`src/riscv_pkg.sv`:
```
// --------------------
// architectural constants of the RISC-V ISA used by the load/store front end
// register width, Sv39 virtual address width and the exception causes that
// the front end can raise
// import where ISA-level widths or cause codes are needed
// --------------------

`default_nettype none

package riscv_pkg;

    // --------------------
    // widths
    // --------------------
    // 64-bit core
    localparam int unsigned xlen = 64;
    // Sv39 virtual addresses
    localparam int unsigned vlen = 39;

    typedef logic [xlen-1:0] xlen_t;
    typedef logic [vlen-1:0] vaddr_t;

    // --------------------
    // exception causes
    // --------------------
    // mcause encoding, one full register word
    typedef logic [xlen-1:0] exc_cause_t;

    localparam exc_cause_t LD_ADDR_MISALIGNED = 64'd4;
    localparam exc_cause_t LD_ACCESS_FAULT    = 64'd5;
    localparam exc_cause_t ST_ADDR_MISALIGNED = 64'd6;
    localparam exc_cause_t ST_ACCESS_FAULT    = 64'd7;

endpackage

`default_nettype wire

```
`src/lsu_pkg.sv`:
```
// --------------------
// micro-architectural types of the load/store front end
// operation codes, the incoming request from issue, the buffered control
// word and the request handed to the load and store issue ports
// --------------------

`default_nettype none

package lsu_pkg;

    // scoreboard tag
    localparam int unsigned trans_id_bits = 3;
    typedef logic [trans_id_bits-1:0] trans_id_t;

    // target functional unit
    typedef enum logic [1:0] {
        NONE,
        LOAD,
        STORE
    } fu_t;

    // integer loads and stores only
    typedef enum logic [3:0] {
        LD, SD,
        LW, LWU, SW,
        LH, LHU, SH,
        LB, LBU, SB
    } lsu_op_t;

    typedef logic [7:0] be_t;

    typedef struct packed {
        riscv_pkg::exc_cause_t cause;
        riscv_pkg::xlen_t      tval;
        logic                  valid;
    } exception_t;

    // request as it leaves issue
    typedef struct packed {
        fu_t              fu;
        lsu_op_t          op;
        riscv_pkg::xlen_t operand_a;
        riscv_pkg::xlen_t operand_b;
        riscv_pkg::xlen_t imm;
        trans_id_t        trans_id;
    } fu_data_t;

    // request after address generation, as held in the bypass buffer
    typedef struct packed {
        logic              valid;
        riscv_pkg::vaddr_t vaddr;
        logic              overflow;
        riscv_pkg::xlen_t  data;
        be_t               be;
        fu_t               fu;
        lsu_op_t           op;
        trans_id_t         trans_id;
    } lsu_ctrl_t;

    // request towards the load or store unit
    typedef struct packed {
        logic              valid;
        riscv_pkg::vaddr_t vaddr;
        riscv_pkg::xlen_t  data;
        be_t               be;
        lsu_op_t           op;
        trans_id_t         trans_id;
        exception_t        ex;
    } lsu_issue_t;

    // log2 of the access size in bytes
    function automatic logic [1:0] op_size(lsu_op_t op);
        unique case (op)
            LD, SD:          return 2'd3;
            LW, LWU, SW:     return 2'd2;
            LH, LHU, SH:     return 2'd1;
            default:         return 2'd0;
        endcase
    endfunction

endpackage

`default_nettype wire

```
`src/lsu_agu.sv`:
```
// --------------------
// address generation for loads and stores
// adds the immediate to the base, flags addresses outside the Sv39 range
// and builds the byte enables from the size and the low address bits
// purely combinational, feeds the bypass buffer
// --------------------

`timescale 1ns/1ps
`default_nettype none

module lsu_agu (
    input  logic               lsu_valid_i,
    input  lsu_pkg::fu_data_t  fu_data_i,
    output lsu_pkg::lsu_ctrl_t lsu_req_o
);
    import riscv_pkg::*;
    import lsu_pkg::*;

    xlen_t    vaddr_xlen;
    vaddr_t   vaddr;
    logic     overflow;
    logic [1:0] size;
    be_t      be_mask;
    logic [15:0] be_wide;
    be_t      be;

    // --------------------
    // address
    // --------------------
    assign vaddr_xlen = $unsigned($signed(fu_data_i.imm) + $signed(fu_data_i.operand_a));
    assign vaddr      = vaddr_xlen[vlen-1:0];

    // upper bits must all copy bit 38
    assign overflow = !((&vaddr_xlen[xlen-1:vlen-1]) || !(|vaddr_xlen[xlen-1:vlen-1]));

    // --------------------
    // byte enable
    // --------------------
    assign size = op_size(fu_data_i.op);

    always_comb begin
        unique case (size)
            2'd0:    be_mask = 8'h01;
            2'd1:    be_mask = 8'h03;
            2'd2:    be_mask = 8'h0f;
            default: be_mask = 8'hff;
        endcase
    end

    // shift into place, lanes past byte 7 fall off the top half
    assign be_wide = {8'h00, be_mask} << vaddr[2:0];
    assign be      = be_wide[7:0];

    // --------------------
    // request to the buffer
    // --------------------
    always_comb begin
        lsu_req_o.valid    = lsu_valid_i;
        lsu_req_o.vaddr    = vaddr;
        lsu_req_o.overflow = overflow;
        // store data travels with the request
        lsu_req_o.data     = fu_data_i.operand_b;
        lsu_req_o.be       = be;
        lsu_req_o.fu       = fu_data_i.fu;
        lsu_req_o.op       = fu_data_i.op;
        lsu_req_o.trans_id = fu_data_i.trans_id;
    end

endmodule

`default_nettype wire

```
`src/lsu_bypass.sv`:
```
// --------------------
// bypass buffer between address generation and dispatch
// holds requests the load or store unit has not taken yet
// an incoming request passes straight through while the buffer is empty,
// otherwise the oldest stored entry is presented until popped
// --------------------

`timescale 1ns/1ps
`default_nettype none

module lsu_bypass #(
    parameter int unsigned depth = 2
) (
    input  logic               clk_i,
    input  logic               rst_ni,
    input  logic               flush_i,
    input  lsu_pkg::lsu_ctrl_t lsu_req_i,
    input  logic               pop_ld_i,
    input  logic               pop_st_i,
    output lsu_pkg::lsu_ctrl_t lsu_ctrl_o,
    output logic               ready_o
);
    import lsu_pkg::*;

    localparam int unsigned ptr_w = (depth > 1) ? $clog2(depth) : 1;
    localparam int unsigned cnt_w = $clog2(depth + 1);

    lsu_ctrl_t              mem_q [depth];
    logic [depth-1:0]       valid_q;
    logic [depth-1:0]       valid_n;
    logic [ptr_w-1:0]       rd_ptr_q;
    logic [ptr_w-1:0]       rd_ptr_n;
    logic [ptr_w-1:0]       wr_ptr_q;
    logic [ptr_w-1:0]       wr_ptr_n;
    logic [cnt_w-1:0]       cnt_q;
    logic [cnt_w-1:0]       cnt_n;
    logic                   push;
    logic                   pop;
    logic                   empty;
    logic                   full;

    assign push  = lsu_req_i.valid;
    assign pop   = pop_ld_i | pop_st_i;
    assign empty = (cnt_q == '0);
    assign full  = (cnt_q == cnt_w'(depth));

    assign ready_o = empty;

    // --------------------
    // next state
    // --------------------
    always_comb begin
        valid_n  = valid_q;
        rd_ptr_n = rd_ptr_q;
        wr_ptr_n = wr_ptr_q;
        cnt_n    = cnt_q;

        if (push) begin
            valid_n[wr_ptr_q] = 1'b1;
            wr_ptr_n = (wr_ptr_q == ptr_w'(depth - 1)) ? '0 : wr_ptr_q + 1'b1;
        end
        // a pop of the bypassed request clears the slot it was written to
        if (pop) begin
            valid_n[rd_ptr_q] = 1'b0;
            rd_ptr_n = (rd_ptr_q == ptr_w'(depth - 1)) ? '0 : rd_ptr_q + 1'b1;
        end

        unique case ({push, pop})
            2'b10:   cnt_n = cnt_q + 1'b1;
            2'b01:   cnt_n = cnt_q - 1'b1;
            default: cnt_n = cnt_q;
        endcase

        if (flush_i) begin
            valid_n  = '0;
            rd_ptr_n = '0;
            wr_ptr_n = '0;
            cnt_n    = '0;
        end
    end

    always_ff @(posedge clk_i or negedge rst_ni) begin
        if (!rst_ni) begin
            valid_q  <= '0;
            rd_ptr_q <= '0;
            wr_ptr_q <= '0;
            cnt_q    <= '0;
        end else begin
            valid_q  <= valid_n;
            rd_ptr_q <= rd_ptr_n;
            wr_ptr_q <= wr_ptr_n;
            cnt_q    <= cnt_n;
        end
    end

    // payload storage
    always_ff @(posedge clk_i) begin
        if (push && !flush_i) begin
            mem_q[wr_ptr_q] <= lsu_req_i;
        end
    end

    // --------------------
    // head output
    // --------------------
    always_comb begin
        if (empty) begin
            lsu_ctrl_o = lsu_req_i;
        end else begin
            lsu_ctrl_o       = mem_q[rd_ptr_q];
            lsu_ctrl_o.valid = valid_q[rd_ptr_q];
        end
    end

    // source must hold off once the buffer is full
    a_no_push_full : assert property (@(posedge clk_i) disable iff (!rst_ni)
        !(push && full && !flush_i));

    // load and store unit never consume the same head
    a_one_pop : assert property (@(posedge clk_i) disable iff (!rst_ni)
        !(pop_ld_i && pop_st_i));

endmodule

`default_nettype wire

```
`src/lsu_dispatch.sv`:
```
// --------------------
// dispatch of the buffer head to the load or store issue port
// detects misaligned addresses and, with translation on, addresses outside
// the Sv39 range, and attaches the exception to the outgoing request
// purely combinational
// --------------------

`timescale 1ns/1ps
`default_nettype none

module lsu_dispatch (
    input  lsu_pkg::lsu_ctrl_t  lsu_ctrl_i,
    input  logic                en_translation_i,
    output lsu_pkg::lsu_issue_t ld_issue_o,
    output lsu_pkg::lsu_issue_t st_issue_o
);
    import riscv_pkg::*;
    import lsu_pkg::*;

    logic       is_load;
    logic       is_store;
    logic       misaligned;
    xlen_t      tval;
    exception_t ex;
    lsu_issue_t issue;

    assign is_load  = (lsu_ctrl_i.fu == LOAD);
    assign is_store = (lsu_ctrl_i.fu == STORE);

    // faulting address zero-extended to a full word
    assign tval = {{(xlen - vlen){1'b0}}, lsu_ctrl_i.vaddr};

    // --------------------
    // misalignment
    // --------------------
    always_comb begin
        unique case (op_size(lsu_ctrl_i.op))
            2'd3:    misaligned = |lsu_ctrl_i.vaddr[2:0];
            2'd2:    misaligned = |lsu_ctrl_i.vaddr[1:0];
            2'd1:    misaligned = lsu_ctrl_i.vaddr[0];
            // bytes are always aligned
            default: misaligned = 1'b0;
        endcase
    end

    // --------------------
    // exception select
    // --------------------
    always_comb begin
        ex = '0;
        if (lsu_ctrl_i.valid && (is_load || is_store)) begin
            if (misaligned) begin
                ex.valid = 1'b1;
                ex.cause = is_load ? LD_ADDR_MISALIGNED : ST_ADDR_MISALIGNED;
                ex.tval  = tval;
            end
            // access fault wins over misalignment
            if (en_translation_i && lsu_ctrl_i.overflow) begin
                ex.valid = 1'b1;
                ex.cause = is_load ? LD_ACCESS_FAULT : ST_ACCESS_FAULT;
                ex.tval  = tval;
            end
        end
    end

    // --------------------
    // routing
    // --------------------
    always_comb begin
        issue.valid    = lsu_ctrl_i.valid;
        issue.vaddr    = lsu_ctrl_i.vaddr;
        issue.data     = lsu_ctrl_i.data;
        issue.be       = lsu_ctrl_i.be;
        issue.op       = lsu_ctrl_i.op;
        issue.trans_id = lsu_ctrl_i.trans_id;
        issue.ex       = ex;
    end

    always_comb begin
        ld_issue_o       = issue;
        ld_issue_o.valid = issue.valid && is_load;
        st_issue_o       = issue;
        st_issue_o.valid = issue.valid && is_store;
    end

endmodule

`default_nettype wire

```
`src/lsu_frontend.sv`:
```
// --------------------
// load/store unit front end, top level
// address generation, two-entry bypass buffer and load/store dispatch
// lsu_ready_o is high while the buffer is empty, pops come from the
// downstream load and store units
// --------------------

`timescale 1ns/1ps
`default_nettype none

module lsu_frontend #(
    parameter int unsigned buffer_depth = 2
) (
    input  logic                clk_i,
    input  logic                rst_ni,
    input  logic                flush_i,
    input  logic                lsu_valid_i,
    input  lsu_pkg::fu_data_t   fu_data_i,
    input  logic                en_translation_i,
    input  logic                pop_ld_i,
    input  logic                pop_st_i,
    output logic                lsu_ready_o,
    output lsu_pkg::lsu_issue_t ld_issue_o,
    output lsu_pkg::lsu_issue_t st_issue_o
);
    import lsu_pkg::*;

    // request after address generation
    lsu_ctrl_t lsu_req;
    // oldest pending request
    lsu_ctrl_t lsu_ctrl;

    lsu_agu i_agu (
        .lsu_valid_i ( lsu_valid_i ),
        .fu_data_i   ( fu_data_i   ),
        .lsu_req_o   ( lsu_req     )
    );

    lsu_bypass #(
        .depth ( buffer_depth )
    ) i_bypass (
        .clk_i      ( clk_i       ),
        .rst_ni     ( rst_ni      ),
        .flush_i    ( flush_i     ),
        .lsu_req_i  ( lsu_req     ),
        .pop_ld_i   ( pop_ld_i    ),
        .pop_st_i   ( pop_st_i    ),
        .lsu_ctrl_o ( lsu_ctrl    ),
        .ready_o    ( lsu_ready_o )
    );

    lsu_dispatch i_dispatch (
        .lsu_ctrl_i       ( lsu_ctrl         ),
        .en_translation_i ( en_translation_i ),
        .ld_issue_o       ( ld_issue_o       ),
        .st_issue_o       ( st_issue_o       )
    );

endmodule

`default_nettype wire

```
`config.mk`:
```
export PLATFORM = sky130hd
export DESIGN_NAME = lsu_frontend
export DESIGN_NICKNAME = d
export VERILOG_FILES = /design/src/riscv_pkg.sv /design/src/lsu_pkg.sv /design/src/lsu_agu.sv /design/src/lsu_bypass.sv /design/src/lsu_dispatch.sv /design/src/lsu_frontend.sv
export SDC_FILE = /design/constraint.sdc
export NUM_CORES = 1
export LEC_CHECK = 0
export ABC_AREA = 0
export BUFFER_PORTS_ARGS = -buffer_cell sky130_fd_sc_hd__buf_4
export CAP_MARGIN = 20
export CORE_AREA = 2 2 278 280
export DETAILED_ROUTE_END_ITERATION = 16
export DIE_AREA = 0 0 280 282
export MAX_ROUTING_LAYER = met4
export PLACE_DENSITY_LB_ADDON = 0.25
export RECOVER_POWER = 25
export SYNTH_ARGS = -nofsm -noshare
export SYNTH_HDL_FRONTEND = slang
export SYNTH_SLANG_ARGS = --single-unit
```
`constraint.sdc`:
```
create_clock -name clk_i -period 14.7 [get_ports clk_i]
set_input_delay 0.735 -clock clk_i [delete_from_list [all_inputs] [get_ports clk_i]]
set_output_delay 0.735 -clock clk_i [all_outputs]
set_load 0.1 [all_outputs]
```
==> results.md <==
- Gate Count Post-Synth: 1852
- Hold Vio Cnt, Final: 0
- Bufs on Longest Clock Path: 3
- Seq cells post-synth: 248
- Final ANT Viol Nets: 0
- H-Tree Depth: 1
- Global-route wire length before repair: 89540 µm
- Root buffer cell: clkbuf_16
- Site Rows: 101
- Commonest non-fill, non-tap cell in the layout: buf_4
- Fin nets: 2453
- Vias per cell: 4.544
- Tightest Pin Transition: 3.763 ns
- Min Hold Slack: 0.4094 ns
- Layout Skew: 0.01984 ns
- P_sw: 2.626 mW
- Die H: 282 µm
- Layout cells sized above 1: 0.2457
- DIE AREA: 78960 µm²
- Storage cell area: 7417 µm²
- R2r startpoint: i_bypass.wr_ptr_q
- Status: finished with violations
- Worst Hold Class: input pin to register
- Crit path from: i_bypass.cnt_q[0]
- Tmin final: 6.795 ns
- Total track usage: 0.1559
- Cts repair resizes: 0
- Layout area overhead: 20.64%
- Placer Congestion: 0.9077
- Most frequent cells in the layout: 467 x buf_4, 242 x edfxtp_1, 212 x nand2_1, 181 x o21ai_0, 172 x conb_1
- Area of the multi-input gates: 7965 µm²
- Power per cell area: 199.7 nW/µm²
- Largest net degree at the start of global routing: 77
- Post-synth ARST share: 0.02419
- DRC viols: 0
- Gr ovfl total: 0
- Worst EP required: 13.97 ns
- F_max: 147.2 MHz
- Switching part of the total: 0.6130
- Worst Path Arrival: 6.06 ns
- Die W: 280 µm
- Vias: 14437
- Vias in the first global route: 13577
- Leak Pwr: 8.740 nW
- Fin Setup TNS: 0 ns
- Critical hold path startpoint: fu_data_i[116]
- Final non-filler cell total: 3177
- Yosys warnings: 0
- Worst vdd ir: 0.0001309 V
- Starting density of the core: 0.2349
- Crit path launch type: register
- RSZ-0062 raised after global routing: no
- Failing checks: capacitance limit, slew limit
- Reg power frac: 0.196
- Port-buffer cells: 532
- Skew-Pair Late Insertion Delay: 0.57 ns
- Ys flop type: edfxtp_1
- Part of the power in the clock network: 0.156
- Comb power frac: 0.647
- CTS buffer count: 29
- Crit path kind: register to output pin
- Core ar.: 75700 µm²
- Synthesized cell area: 17780 µm²
- Routed wire length: 64340 µm
- Synth unique cells: 81
- CTS sink count: 248
- Final setup viols: 0
- Critical Path End Type: output pin
- Total internal power: 1.658 mW
- Worst-path clk slew: 0.06 ns
- # IOs: 705
- WL/cell: 20.25 µm
- Final period utilization: 0.4623
- CTS tree: done
- Crit Path Max Fanout: 76
- Max Slew Vio Count: 159
- Post-placement cell count: 3123
- First-iteration detailed-routing DRC count: 904
- Number of max-cap violations: 3
- Post-DP HPWL: 50890 µm
- Slew margin rel.: -1.509
- Initial antenna violation count: 2
- # fillers: 8105
- Post-synth EDFFs: 242
- First-pass DRT Iterations: 4
- Seq/Total Area, Yosys: 0.4171
- Syn avg cell area: 9.602 µm²
worst max-delay path, stage by stage, from the launching register on:
cell and delay [ns]:
dfrtp_1 0.44, nor2_4 0.68, buf_4 0.73, buf_4 0.64
nand2_1 0.13, o21a_1 0.15, ha_1 0.30, or3_1 0.54
nand3b_4 0.78, a21boi_0 0.64, buf_4 0.38
routing by layer:
layer,vias up,GRT usage,wire [µm]
met5,-,-,0
met4,0,0.05169,2096
met3,88,0.02038,3623
met2,631,0.2680,31870
met1,6896,0.1883,26760
li1,6822,-,-
worst paths after layout:
kind                                          end  slack (ns)  depth (start not counted)
hold / removal              i_bypass.mem_q[0][66]        0.41                          1
min in group asynchronous     i_bypass.valid_q[0]        0.61                          2
max in group asynchronous       i_bypass.cnt_q[1]       13.83                          2
hold reg to reg               i_bypass.valid_q[0]        0.53                          2
setup / recovery                    st_issue_o[1]        7.90                         10
setup reg to reg           i_bypass.mem_q[1][104]       10.72                          2
what timing repair did:
| item | 4_1_cts | 5_1_grt |
|---|---|---|
| hold buffers | 1 | 0 |
| setup buffers | 0 | 0 |
| endpoints found under the hold margin | 6 | 0 |
cell families (layout without fill, tap and decap cells):
group                      count (synthesis)  count (layout)  synth area share
buffers and inverters                    464             639            0.1716
and+or+nand+nor                          438             438            0.1133
AOI/OAI and AO/OA                        460             460            0.1565
muxes                                    116             116           0.06536
DFF                                      248             248            0.4171
other                                      1             173         0.0002109
adders and majority gates                 66              66           0.04686
xor gates and xnor gates                  59              59           0.02906
power groups by stage:
stage / clock, mW / combinational [mW] / sequential, mW
3_3_place_gp: 0 / 2.79 / 0.855
6_report: 0.669 / 2.77 / 0.842
5_1_grt: 0.726 / 2.86 / 0.845
2_1_floorplan: 0 / 2.41 / 0.854
3_5_place_dp: 0 / 2.79 / 0.856
4_1_cts: 0.699 / 2.79 / 0.841
state kept, by name, summed over array words and instances (netlist names):
register and flops:
i_bypass.mem_q 242, i_bypass.cnt_q 2, i_bypass.valid_q 2, i_bypass.rd_ptr_q 1
i_bypass.wr_ptr_q 1
stage by stage:
| stage | total power [mW] | instance area, µm² | util | setup WS (ns) |
|---|---|---|---|---|
| 2_1_floorplan | 3.267 | 18430 | - | 4.140 |
| 4_1_cts | 4.334 | 21740 | 0.2872 | 7.733 |
| 3_5_place_dp | 3.647 | 20870 | 0.2757 | 7.898 |
| 5_1_grt | 4.433 | 21450 | 0.2834 | 7.412 |
| 6_report | 4.284 | 21450 | 0.2834 | 7.905 |
| 3_3_place_gp | 3.643 | 20870 | 0.2757 | 7.869 |
synth_stat cells, types with 4 or more instances:
cell / instances / share of area
a211oi_1: 17 / 0.0072
a21boi_0: 6 / 0.0025
a21boi_1: 30 / 0.013
a21boi_2: 7 / 0.0044
a21o_1: 14 / 0.0059
a21oi_1: 116 / 0.033
a31oi_1: 15 / 0.0053
and3_1: 6 / 0.0021
buf_1: 7 / 0.0015
buf_4: 335 / 0.14
clkbuf_1: 77 / 0.016
dfrtp_1: 6 / 0.0084
edfxtp_1: 242 / 0.41
ha_1: 65 / 0.046
inv_1: 38 / 0.0080
mux2i_1: 115 / 0.065
nand2_1: 212 / 0.045
nand2b_1: 5 / 0.0018
nand3_1: 18 / 0.0051
nand4_1: 38 / 0.013
nor2_1: 78 / 0.016
nor2b_1: 14 / 0.0049
nor3_1: 27 / 0.0076
nor4_1: 10 / 0.0035
o211ai_1: 8 / 0.0034
o21a_1: 11 / 0.0046
o21ai_0: 181 / 0.051
o21bai_1: 11 / 0.0046
o31ai_1: 6 / 0.0025
or2_2: 6 / 0.0021
or3_1: 4 / 0.0014
xnor2_1: 36 / 0.018
xor2_1: 23 / 0.011
final cells by class:
type	count	share of cell area
clock inverters	17	0.005482
well taps	978	0.05704
clock buffers	33	0.03453
multi-input cells	1311	0.3713
repair buffers	550	0.1790
flip-flops and latches	248	0.3457
inverters	39	0.006824
diodes	1	0.0001166
No activity file was read; power rests on OpenSTA's default activity.
